## config.mk

```make
export PLATFORM = sky130hd
export DESIGN_NAME = codec2_frame_encoder
export DESIGN_NICKNAME = d
export VERILOG_FILES = /design/src/rtl/frame_pkg.sv /design/src/rtl/lsp_pkg.sv /design/src/rtl/lsp_lane_if.sv /design/src/rtl/codec2_frame_encoder.sv /design/src/rtl/frame_packer.sv /design/src/rtl/lsp_scalar_quantizer.sv /design/src/rtl/lsp_loader.sv
export VERILOG_INCLUDE_DIRS = /design/src /design/src/rtl
export SDC_FILE = /design/constraint.sdc
export NUM_CORES = 2
export LEC_CHECK = 0
export BUFFER_PORTS_ARGS = -buffer_cell sky130_fd_sc_hd__clkbuf_2
export CAP_MARGIN = 30
export CORE_MARGIN = 4
export CORE_UTILIZATION = 46
export DETAILED_ROUTE_END_ITERATION = 12
export PLACE_DENSITY_LB_ADDON = 0.2
export RECOVER_POWER = 25
export SKIP_CTS_REPAIR_TIMING = 1
export SYNTH_ARGS = -nofsm -noshare
export SYNTH_HDL_FRONTEND = slang
export SYNTH_SLANG_ARGS = --single-unit
```

## constraint.sdc

```tcl
create_clock -name clk -period 42.2 [get_ports clk]
set_input_delay 4.22 -clock clk [delete_from_list [all_inputs] [get_ports clk]]
set_output_delay 4.22 -clock clk [all_outputs]
set_load 0.1 [all_outputs]
```

## src/rtl/codec2_params.svh

```systemverilog
`ifndef CODEC2_PARAMS_SVH
`define CODEC2_PARAMS_SVH

// LSPs per frame and sample width
`define LSP_COUNT 10
`define LSP_WIDTH 16

// encoded frame layout
`define FRAME_BITS 48
`define WOE_BITS 8

// largest scalar codebook, sets the index width
`define CB_MAX 16

`endif
```

## src/rtl/frame_pkg.sv

```systemverilog
`include "codec2_params.svh"

package frame_pkg;

	// frame sequencer states
	typedef enum logic [1:0]
	{
		IDLE,
		QUANT,
		DONE
	} enc_state_t;

	typedef logic [`FRAME_BITS-1:0] frame_bits_t;

	// binary Wo/E quantizer index
	typedef logic [`WOE_BITS-1:0] woe_index_t;

endpackage

```

## src/rtl/lsp_pkg.sv

```systemverilog
`include "codec2_params.svh"

package lsp_pkg;

	typedef logic [`LSP_WIDTH-1:0] lsp_t;
	typedef lsp_t [`LSP_COUNT-1:0] lsp_vec_t;
	typedef logic [$clog2(`CB_MAX)-1:0] lsp_index_t;

	// ------------------------------------------------------------
	// scalar codebooks, one row per LSP, ascending
	// short rows are padded to full length
	// ------------------------------------------------------------
	localparam lsp_t lsp_codebook [`LSP_COUNT][`CB_MAX] = '{
		'{16'd800, 16'd1000, 16'd1200, 16'd1400, 16'd1600, 16'd1800, 16'd2000, 16'd2200,
			16'd2400, 16'd2600, 16'd2800, 16'd3000, 16'd3200, 16'd3400, 16'd3600, 16'd3800},
		'{16'd1600, 16'd1900, 16'd2200, 16'd2500, 16'd2800, 16'd3100, 16'd3400, 16'd3700,
			16'd4000, 16'd4300, 16'd4600, 16'd4900, 16'd5200, 16'd5500, 16'd5800, 16'd6100},
		'{16'd3000, 16'd3400, 16'd3800, 16'd4200, 16'd4600, 16'd5000, 16'd5400, 16'd5800,
			16'd6200, 16'd6600, 16'd7000, 16'd7400, 16'd7800, 16'd8200, 16'd8600, 16'd9000},
		'{16'd4000, 16'd4500, 16'd5000, 16'd5500, 16'd6000, 16'd6500, 16'd7000, 16'd7500,
			16'd8000, 16'd8500, 16'd9000, 16'd9500, 16'd10000, 16'd10500, 16'd11000,
			16'd11500},
		'{16'd6000, 16'd6600, 16'd7200, 16'd7800, 16'd8400, 16'd9000, 16'd9600, 16'd10200,
			16'd10800, 16'd11400, 16'd12000, 16'd12600, 16'd13200, 16'd13800, 16'd14400,
			16'd15000},
		'{16'd8000, 16'd8700, 16'd9400, 16'd10100, 16'd10800, 16'd11500, 16'd12200,
			16'd12900, 16'd13600, 16'd14300, 16'd15000, 16'd15700, 16'd16400, 16'd17100,
			16'd17800, 16'd18500},
		'{16'd10000, 16'd10800, 16'd11600, 16'd12400, 16'd13200, 16'd14000, 16'd14800,
			16'd15600, 16'd16400, 16'd17200, 16'd18000, 16'd18800, 16'd19600, 16'd20400,
			16'd21200, 16'd22000},
		'{16'd14000, 16'd15200, 16'd16400, 16'd17600, 16'd18800, 16'd20000, 16'd21200,
			16'd22400, 16'hffff, 16'hffff, 16'hffff, 16'hffff, 16'hffff, 16'hffff,
			16'hffff, 16'hffff},
		'{16'd18000, 16'd19500, 16'd21000, 16'd22500, 16'd24000, 16'd25500, 16'd27000,
			16'd28500, 16'hffff, 16'hffff, 16'hffff, 16'hffff, 16'hffff, 16'hffff,
			16'hffff, 16'hffff},
		'{16'd24000, 16'd28000, 16'd32000, 16'd36000, 16'hffff, 16'hffff, 16'hffff,
			16'hffff, 16'hffff, 16'hffff, 16'hffff, 16'hffff, 16'hffff, 16'hffff,
			16'hffff, 16'hffff}
	};

	// live entries per lane
	localparam int unsigned lsp_cb_size [`LSP_COUNT] = '{16, 16, 16, 16, 16, 16, 16, 8, 8, 4};

	// field width of each lane in the frame word
	localparam int unsigned lsp_index_bits [`LSP_COUNT] = '{4, 4, 4, 4, 4, 4, 4, 3, 3, 2};

endpackage

```

## src/rtl/lsp_lane_if.sv

```systemverilog
interface lsp_lane_if import lsp_pkg::*; ();

	logic start;
	lsp_t value;
	lsp_index_t index;
	logic done;

	// sequencer side
	modport loader (output start, output value);

	// quantizer lane
	modport quant (input start, input value, output index, output done);

	// collector, start only marks a new frame
	modport packer (input start, input index, input done);

endinterface

```

## src/rtl/codec2_frame_encoder.sv

```systemverilog
`include "codec2_params.svh"

module codec2_frame_encoder import lsp_pkg::*, frame_pkg::*;
(
	input  logic clk,
	input  logic rst,
	input  logic start,
	input  lsp_vec_t lsp_in,
	input  logic voiced_first,
	input  logic voiced_second,
	input  woe_index_t woe_index,
	output frame_bits_t encoded_bits,
	output logic done_frame
);

	logic voiced_first_q;
	logic voiced_second_q;
	woe_index_t woe_index_q;
	logic frame_complete;

	lsp_lane_if lanes [`LSP_COUNT] ();

	lsp_loader u_loader
	(
		.clk (clk),
		.rst (rst),
		.start (start),
		.lsp_in (lsp_in),
		.voiced_first (voiced_first),
		.voiced_second (voiced_second),
		.woe_index (woe_index),
		.frame_complete (frame_complete),
		.lanes (lanes),
		.voiced_first_q (voiced_first_q),
		.voiced_second_q (voiced_second_q),
		.woe_index_q (woe_index_q)
	);

	// one search lane per LSP
	for (genvar g = 0; g < `LSP_COUNT; g++)
	begin : g_lane
		lsp_scalar_quantizer #(.lane_num(g)) u_quant
		(
			.clk (clk),
			.rst (rst),
			.lane (lanes[g])
		);
	end

	frame_packer u_packer
	(
		.clk (clk),
		.rst (rst),
		.lanes (lanes),
		.voiced_first_q (voiced_first_q),
		.voiced_second_q (voiced_second_q),
		.woe_index_q (woe_index_q),
		.encoded_bits (encoded_bits),
		.done_frame (done_frame),
		.frame_complete (frame_complete)
	);

endmodule

```

## src/rtl/frame_packer.sv

```systemverilog
`include "codec2_params.svh"

module frame_packer import lsp_pkg::*, frame_pkg::*;
(
	input  logic clk,
	input  logic rst,
	lsp_lane_if.packer lanes [`LSP_COUNT],
	input  logic voiced_first_q,
	input  logic voiced_second_q,
	input  woe_index_t woe_index_q,
	output frame_bits_t encoded_bits,
	output logic done_frame,
	output logic frame_complete
);

	logic [`LSP_COUNT-1:0] lane_start;
	logic [`LSP_COUNT-1:0] lane_done;
	logic [`LSP_COUNT-1:0] reported;
	lsp_index_t lane_index [`LSP_COUNT];
	lsp_index_t held_index [`LSP_COUNT];
	frame_bits_t frame_word;
	logic all_held;

	for (genvar g = 0; g < `LSP_COUNT; g++)
	begin : g_tap
		assign lane_start[g] = lanes[g].start;
		assign lane_done[g] = lanes[g].done;
		assign lane_index[g] = lanes[g].index;
	end

	assign all_held = &reported;

	// ------------------------------------------------------------
	// index capture
	// ------------------------------------------------------------
	always_ff @(posedge clk)
	begin
		for (int l = 0; l < `LSP_COUNT; l++)
		begin
			if (lane_done[l])
				held_index[l] <= lane_index[l];
		end
	end

	// ------------------------------------------------------------
	// Gray coding and field placement, LSP 0 at the top
	// ------------------------------------------------------------
	always_comb
	begin
		int pos;
		lsp_index_t gray;
		frame_word = '0;
		frame_word[`FRAME_BITS-1] = voiced_first_q;
		frame_word[`FRAME_BITS-2] = voiced_second_q;
		frame_word[`FRAME_BITS-3 -: `WOE_BITS] = woe_index_q ^ (woe_index_q >> 1);
		pos = `FRAME_BITS - 2 - `WOE_BITS;
		for (int l = 0; l < `LSP_COUNT; l++)
		begin
			gray = held_index[l] ^ (held_index[l] >> 1);
			pos = pos - lsp_index_bits[l];
			for (int b = 0; b < lsp_index_bits[l]; b++)
				frame_word[pos + b] = gray[b];
		end
	end

	always_ff @(posedge clk or negedge rst)
	begin
		if (!rst)
		begin
			reported <= '0;
			frame_complete <= 1'b0;
			done_frame <= 1'b0;
			encoded_bits <= '0;
		end
		else
		begin
			// a lane start opens a new frame
			if (|lane_start || all_held)
				reported <= '0;
			else
				reported <= reported | lane_done;
			frame_complete <= all_held;
			if (all_held)
				encoded_bits <= frame_word;
			if (|lane_start)
				done_frame <= 1'b0;
			else if (frame_complete)
				done_frame <= 1'b1;
		end
	end

endmodule

```

## src/rtl/lsp_scalar_quantizer.sv

```systemverilog
`include "codec2_params.svh"

module lsp_scalar_quantizer import lsp_pkg::*;
#(
	parameter int unsigned lane_num = 0
)
(
	input  logic clk,
	input  logic rst,
	lsp_lane_if.quant lane
);

	localparam int unsigned entries = lsp_cb_size[lane_num];

	logic busy;
	logic last;
	logic better;
	lsp_index_t ptr;
	lsp_index_t best_idx;
	lsp_t best_diff;
	lsp_t first_diff;
	lsp_t cur_diff;

	function automatic lsp_t abs_diff(lsp_t a, lsp_t b);
		return (a >= b) ? lsp_t'(a - b) : lsp_t'(b - a);
	endfunction

	// entry 0 is scored in the start cycle itself
	assign first_diff = abs_diff(lane.value, lsp_codebook[lane_num][0]);
	assign cur_diff = abs_diff(lane.value, lsp_codebook[lane_num][ptr]);
	// strict compare, so ties stay with the lower index
	assign better = cur_diff < best_diff;
	assign last = busy && (ptr == lsp_index_t'(entries - 1));

	always_ff @(posedge clk or negedge rst)
	begin
		if (!rst)
		begin
			busy <= 1'b0;
			ptr <= '0;
			lane.done <= 1'b0;
		end
		else
		begin
			lane.done <= last;
			if (lane.start)
			begin
				busy <= 1'b1;
				ptr <= lsp_index_t'(1);
			end
			else if (last)
			begin
				busy <= 1'b0;
				ptr <= '0;
			end
			else if (busy)
				ptr <= ptr + 1'b1;
		end
	end

	// running best and result
	always_ff @(posedge clk)
	begin
		if (lane.start)
		begin
			best_idx <= '0;
			best_diff <= first_diff;
		end
		else if (busy && better)
		begin
			best_idx <= ptr;
			best_diff <= cur_diff;
		end
		if (last)
			lane.index <= better ? ptr : best_idx;
	end

endmodule

```

## src/rtl/lsp_loader.sv

```systemverilog
`include "codec2_params.svh"

module lsp_loader import lsp_pkg::*, frame_pkg::*;
(
	input  logic clk,
	input  logic rst,
	input  logic start,
	input  lsp_vec_t lsp_in,
	input  logic voiced_first,
	input  logic voiced_second,
	input  woe_index_t woe_index,
	input  logic frame_complete,
	lsp_lane_if.loader lanes [`LSP_COUNT],
	output logic voiced_first_q,
	output logic voiced_second_q,
	output woe_index_t woe_index_q
);

	enc_state_t state;
	logic accept;
	logic lane_start;
	lsp_vec_t lsp_q;

	// no new frame while the lanes are searching
	assign accept = start && (state != QUANT);

	always_ff @(posedge clk or negedge rst)
	begin
		if (!rst)
		begin
			state <= IDLE;
			lane_start <= 1'b0;
		end
		else
		begin
			lane_start <= accept;
			if (accept)
				state <= QUANT;
			else if (state == QUANT && frame_complete)
				state <= DONE;
		end
	end

	// frame inputs, held until the next accepted start
	always_ff @(posedge clk)
	begin
		if (accept)
		begin
			lsp_q <= lsp_in;
			voiced_first_q <= voiced_first;
			voiced_second_q <= voiced_second;
			woe_index_q <= woe_index;
		end
	end

	for (genvar g = 0; g < `LSP_COUNT; g++)
	begin : g_launch
		assign lanes[g].start = lane_start;
		assign lanes[g].value = lsp_q[g];
	end

endmodule

```

* Yosys cells after proc, flatten, opt, wreduce, memory -nomap -nowiden *
Memory sizes are Yosys's and may differ from the RTL's.
Index checks and enable logic that the tools add are counted.

storage, ports and cells
  register bits = 531
  bits in writable memories = 40
  ROM bits = 2560
  bits of input ports = 173
  logic and storage cells = 415
  memories kept = 11

operators by class
  $add $sub $neg = 50
  magnitude comparators = 40
  eq/ne operators = 12
  multiplexer cells = 145
  bitwise gates (word level) = 22
  reductions and logical operators = 56

memories
  name             words  bits a word  rd ports  clocked after Yosys merged registers in  write ports  line                        RTL
  (no name shown)  16     16           1         0                                        0            lsp_scalar_quantizer.sv:30  assign cur_diff = abs_diff(lane.value, lsp_codebook[lane_num][ptr]);
  (no name shown)  16     16           1         0                                        0            lsp_scalar_quantizer.sv:30
  (no name shown)  16     16           1         0                                        0            lsp_scalar_quantizer.sv:30
  (no name shown)  16     16           1         0                                        0            lsp_scalar_quantizer.sv:30
  (no name shown)  16     16           1         0                                        0            lsp_scalar_quantizer.sv:30
  (no name shown)  16     16           1         0                                        0            lsp_scalar_quantizer.sv:30
  5 more memories  n/a    n/a          n/a       n/a                                      n/a          n/a

operator list
  kind                                                                     count
  16-bit 2-to-1 mux                                                        60
  16-bit subtractor                                                        20
  16-bit >= comparator                                                     10
  16-bit less-than comparator                                              10
  4-bit 2-to-1 mux                                                         40
  5-bit >= comparator, second input constant                               10
  4-bit NOT with 5-bit output                                              10
  2-bit nonzero test                                                       22
  1-bit 2-to-1 mux                                                         42
  4-bit by 1-bit adder with 4-bit output, second input constant            10
  16-bit by 12-bit >= comparator with 1-bit output, second input constant  2
  16-bit by 13-bit >= comparator with 1-bit output, second input constant  2
  16-bit by 14-bit >= comparator with 1-bit output, second input constant  2
  16-bit by 15-bit >= comparator with 1-bit output, second input constant  2
  12-bit by 16-bit subtractor with 16-bit output, first input constant     2
  13-bit by 16-bit subtractor with 16-bit output, first input constant     2
  14-bit by 16-bit subtractor with 16-bit output, first input constant     2
  15-bit by 16-bit subtractor with 16-bit output, first input constant     2
  16-bit by 12-bit subtractor with 16-bit output, second input constant    2
  16-bit by 13-bit subtractor with 16-bit output, second input constant    2
  16-bit by 14-bit subtractor with 16-bit output, second input constant    2
  16-bit by 15-bit subtractor with 16-bit output, second input constant    2
  3-bit nonzero test                                                       10
  4-bit equality test, second input constant                               7
  other kinds (20)                                                         50

* Logic depth before layout (Yosys ltp) *
  depth in word-level cells = 10
  gate-level depth with buffers = 27
  mapped depth without buffers = 25

* Hierarchy *
From an unflattened synthesis, not the netlist that was laid out.

second synthesis, totals
  cell total of the unflattened synthesis = 5041
  area, all modules = 47017.6 sq um

by module, submodules not included
  module                                     times used  cells an instance  area each (sq um)  sequential area each (sq um)
  lsp_loader                                 1           187                5278.8             5180.0
  lsp_scalar_quantizer at g_lane[8].u_quant  1           514                4201.5             830.8
  lsp_scalar_quantizer at g_lane[4].u_quant  1           515                4120.2             830.8
  lsp_scalar_quantizer at g_lane[5].u_quant  1           515                4093.9             830.8
  lsp_scalar_quantizer at g_lane[9].u_quant  1           481                3915.0             830.8
  lsp_scalar_quantizer at g_lane[7].u_quant  1           480                3839.9             830.8
  lsp_scalar_quantizer at g_lane[1].u_quant  1           461                3768.6             830.8
  frame_packer                               1           219                3666.0             2622.5
  lsp_scalar_quantizer at g_lane[2].u_quant  1           417                3616.0             830.8
  lsp_scalar_quantizer at g_lane[0].u_quant  1           421                3575.9             830.8
  lsp_scalar_quantizer at g_lane[3].u_quant  1           437                3499.6             830.8
  lsp_scalar_quantizer at g_lane[6].u_quant  1           394                3442.1             830.8

* Worst setup path after synthesis *
Ideal clock, no wire load.

  path kind = input-to-reg
  from = input port start
  to = register u_loader.lane_start (netlist: u_loader.lanes[0].start)
  data arrival time = 16.522 ns
  path slack = 24.265 ns
  cell stages on the path = 1
  buffers on the path = 0
  cell sequence = a21boi_0

between the ends
  longest elaborated chain between the ends = 1

ends and longest elaborated chain
  element               line                       RTL
  from (decl)           codec2_frame_encoder.sv:7  input logic start,
  1-bit logical AND     lsp_loader.sv:25           assign accept = start && (state != QUANT);
  to (signal assigned)  lsp_loader.sv:36           lane_start <= accept;
  to (decl)             lsp_loader.sv:21           logic lane_start;

Every way passes these cells.
A chain may end at the register's enable or synchronous reset.

* Worst setup path in the final report *
  from = register u_loader.lane_start (netlist: u_loader.lanes[0].start)
  to = register g_lane[6].u_quant.best_diff[14], data pin

between the ends
  longest elaborated chain between the ends = 1

ends and longest elaborated chain
  element               line                        RTL
  16-bit 2-to-1 mux     lsp_scalar_quantizer.sv:64  if (lane.start)
  to (signal assigned)  lsp_scalar_quantizer.sv:67  best_diff <= first_diff;
  to (signal assigned)  lsp_scalar_quantizer.sv:72  best_diff <= cur_diff;
  to (decl)             lsp_scalar_quantizer.sv:20  lsp_t best_diff;

Every way passes these cells.

==> metrics.txt <==
detailed-route via count 33.07k; final layout net count 5413; cell taking the most area after synthesis sky130_fd_sc_hd__edfxtp_1; total length of routed wires 104.1 mm; max-cap violations 6; number of global-route vias before repair 31.77k; final setup violation count 0; Worst R2R End g_lane[6].u_quant.best_diff[14]; post-placement cell count 5920; Lkg Pwr 21.22 nW; worst supply voltage drop on vdd 38.69 uV; initial antenna violation count 1; signed area change from the synthesized netlist to the final layout 10.03%; Port-buffer cells 219; DRT iter0 DRCs 2083; setup TNS 0 ps; average wire per cell in the routed design 17.20 um; Final Hold Viols 0; violated checks capacitance limit, slew limit; type of destination of the critical path flip-flop; number of different library cells in the post-synthesis netlist 97; share of the synthesized area in the top cell type 0.2853; final worst slack 34260 ps; width of the die 313.5 um; maximum fanout along the worst path 147; kind of cell with the highest combined delay on the critical path buffers and inverters; endpoint with the worst hold slack u_packer.held_index[4][3]; DIE AREA 98300 um^2; CORE AREA 92080 um^2; critical setup path kind reg -> reg; GP Congestion 0.9168; most area-consuming cells after synthesis sky130_fd_sc_hd__edfxtp_1 (29%), sky130_fd_sc_hd__ha_1 (14%), sky130_fd_sc_hd__dfrtp_1 (7.1%); CP max-delay cell sky130_fd_sc_hd__clkbuf_1; Post-DP HPWL 78.67 mm; transition time at the pin with the least slew margin 6982 ps; latest clock arrival within the worst-skew pair 630 ps; cell area after synthesis 42940 um^2; Top Ports 222; gate count of the mapped netlist 4626; setup slack at placement 35260 ps; number of DRC violations after detailed routing 0; shortest period the worst path allows 7942 ps; P per Cell Area 87.10 nW/um^2; global router's overall resource usage 0.2081; setup repair after global routing missed its margin no; wire length on met3 4.731 mm; cells along the critical path clkbuf_1 -> o21ai_0 -> o21a_1; met2 wire length 47.35 mm; clock tree skew after final layout 25.97 ps; Post-synth EDFFs 408; share of cells above drive strength 1 0.1040; list of most frequent post-synthesis cells sky130_fd_sc_hd__inv_1 (487), sky130_fd_sc_hd__ha_1 (476), sky130_fd_sc_hd__edfxtp_1 (408); clock tree from TritonCTS done; fraction of registers with async set or reset after synthesis 0.2130; Max Fclk 125.9 MHz; Mapped Avg Cell Area 9.283 um^2; Largest stage delay, worst path 4790 ps; maximum root-to-sink buffer count 3; largest net degree at the start of global routing 148; Final Util 0.5132; number of warnings printed during yosys synthesis 0; flops & latches, synth 568; startpoint type of the worst setup path flip-flop; share of synthesized area occupied by flip-flops and latches 0.3740; Worst Min Path Start g_lane[4].u_quant.lane.index[3]; remaining number of nets flagged by the antenna check after routing 0; non-filler instance count after layout 6053; max-slew violations 385; worst reg2reg startpoint u_loader.lanes[0].start; Slew Limit Headroom -3.655; H-tree levels 3; Via-to-Cell Ratio 5.463; Main synth FF type sky130_fd_sc_hd__edfxtp_1; metal1 wirelength 49.10 mm; data required time of the critical path 42560 ps; run status finished with violations; part of the cycle the worst path needs 0.1882; length of the first detailed-routing pass in iterations 5; clock transition at the registers of the reported paths 60 ps; setup slack of the worst register-to-register path 34260 ps; number of cell rows 111; top metal layer carrying routed signals met5; total power of the final layout 4.116 mW; type of the most critical hold path reg -> reg; TritonCTS buffer count 70; Num Clock Sinks 568; cell depth of the worst hold path 0; grt ovf 0; root buf cell sky130_fd_sc_hd__clkbuf_16; effective utilization at floorplan 0.4664; endpoint arrival time on the critical path 8300 ps; crit path buf inv count 1; wire length of the first global-routing pass 168.5 mm; most frequent cell after synthesis sky130_fd_sc_hd__inv_1; FF-to-FF path depth 3; vertical die dimension 313.5 um
==> where the power goes <==
part           total (mW)  leakage (nW)  switching (mW)  internal (mW)
Combinational        2.54          14.5            1.47           1.07
Sequential          0.977          5.63           0.115          0.862
Clock               0.595          1.12           0.244          0.351
Total                4.12          21.2            1.83           2.29
==> worst max-delay path by stage <==
| stage | start | endpoint | cells after the start |
|---|---|---|---|
| finish | u_loader.lanes[0].start | g_lane[6].u_quant.best_diff[14] | 3 |
| global route | u_loader.lanes[0].start | g_lane[9].u_quant.best_diff[14] | 3 |
| floorplan | start | u_loader.lanes[0].start | 1 |
| detailed placement | g_lane[9].u_quant.ptr[3] | g_lane[9].u_quant.best_diff[0] | 20 |
| global placement | g_lane[9].u_quant.ptr[2] | g_lane[9].u_quant.best_diff[0] | 20 |
| CTS | g_lane[9].u_quant.ptr[3] | g_lane[9].u_quant.best_diff[6] | 20 |
==> cell type report <==
cell class | count | area (um^2)
Fill cell | 8545 | 44830
Multi-Input combinational cell | 3382 | 24280
Sequential cell | 568 | 16060
Clock buffer | 84 | 1887
Inverter | 487 | 1828
Tap cell | 1243 | 1555
Timing Repair Buffer | 242 | 1250
Clock inverter | 45 | 384.1
Antenna cell | 2 | 5.005
==> metal layers <==
layer / global-route usage / vias to the layer above
li1: - / 16640
met1: 0.2872 / 15600
met2: 0.3402 / 666
met3: 0.03263 / 153
met4: 0.05928 / 2
met5: 0 / -
==> cells by family after synthesis <==
logic type,synth area share
buffers and inverters,0.06090
flip-flops,0.3740
AO/OA/AOI/OAI,0.1776
multiplexers,0.05539
adder cells (fa/ha/maj),0.1448
other,0.00008733
AND/OR/NAND/NOR,0.1269
XOR/XNOR,0.06037
==> through the flow <==
step           cell area [um^2]  hold slack, ps
2_1_floorplan             42950           400.3
3_3_place_gp              44990           400.1
3_5_place_dp              45010           404.5
4_1_cts                   47280           410.1
5_1_grt                   47250           423.2
6_report                  47250           405.3
==> flip-flops by register name (all words and copies together) (netlist names), 2 cells and up <==
| signal | count |
|---|---|
| g_lane.u_quant.lane.done | 10 |
| u_loader.lanes.value | 160 |
| u_packer.encoded_bits | 46 |
| g_lane.u_quant.best_idx | 39 |
| u_loader.state | 2 |
| u_packer.held_index | 39 |
| g_lane.u_quant.lane.index | 39 |
| g_lane.u_quant.ptr | 40 |
| g_lane.u_quant.best_diff | 160 |
| u_packer.reported | 10 |
| g_lane.u_quant.busy | 10 |
| u_loader.woe_index_q | 8 |
==> placed cells by master (no fill, tap or decap), types with 21 or more instances in the layout <==
cell type / n
sky130_fd_sc_hd__nand2b_1: 59
sky130_fd_sc_hd__nand2_1: 300
sky130_fd_sc_hd__inv_1: 487
sky130_fd_sc_hd__mux2_2: 101
sky130_fd_sc_hd__a21oi_1: 392
sky130_fd_sc_hd__xnor2_1: 231
sky130_fd_sc_hd__dfxtp_1: 39
sky130_fd_sc_hd__clkbuf_16: 72
sky130_fd_sc_hd__xor2_1: 65
sky130_fd_sc_hd__nand3_1: 97
sky130_fd_sc_hd__a211oi_1: 27
sky130_fd_sc_hd__mux2i_1: 118
sky130_fd_sc_hd__nor3_1: 96
sky130_fd_sc_hd__ha_1: 476
sky130_fd_sc_hd__o21ai_0: 272
sky130_fd_sc_hd__nor2_1: 371
sky130_fd_sc_hd__nand4_1: 38
sky130_fd_sc_hd__or2_2: 21
sky130_fd_sc_hd__o211ai_1: 34
sky130_fd_sc_hd__a31oi_1: 50
sky130_fd_sc_hd__o21a_1: 78
sky130_fd_sc_hd__clkbuf_2: 218
sky130_fd_sc_hd__or3_1: 29
sky130_fd_sc_hd__a21o_1: 140
sky130_fd_sc_hd__nor2b_1: 52
sky130_fd_sc_hd__edfxtp_1: 408
sky130_fd_sc_hd__dfrtp_1: 121
Note: power is estimated with default switching activity, not from simulation.
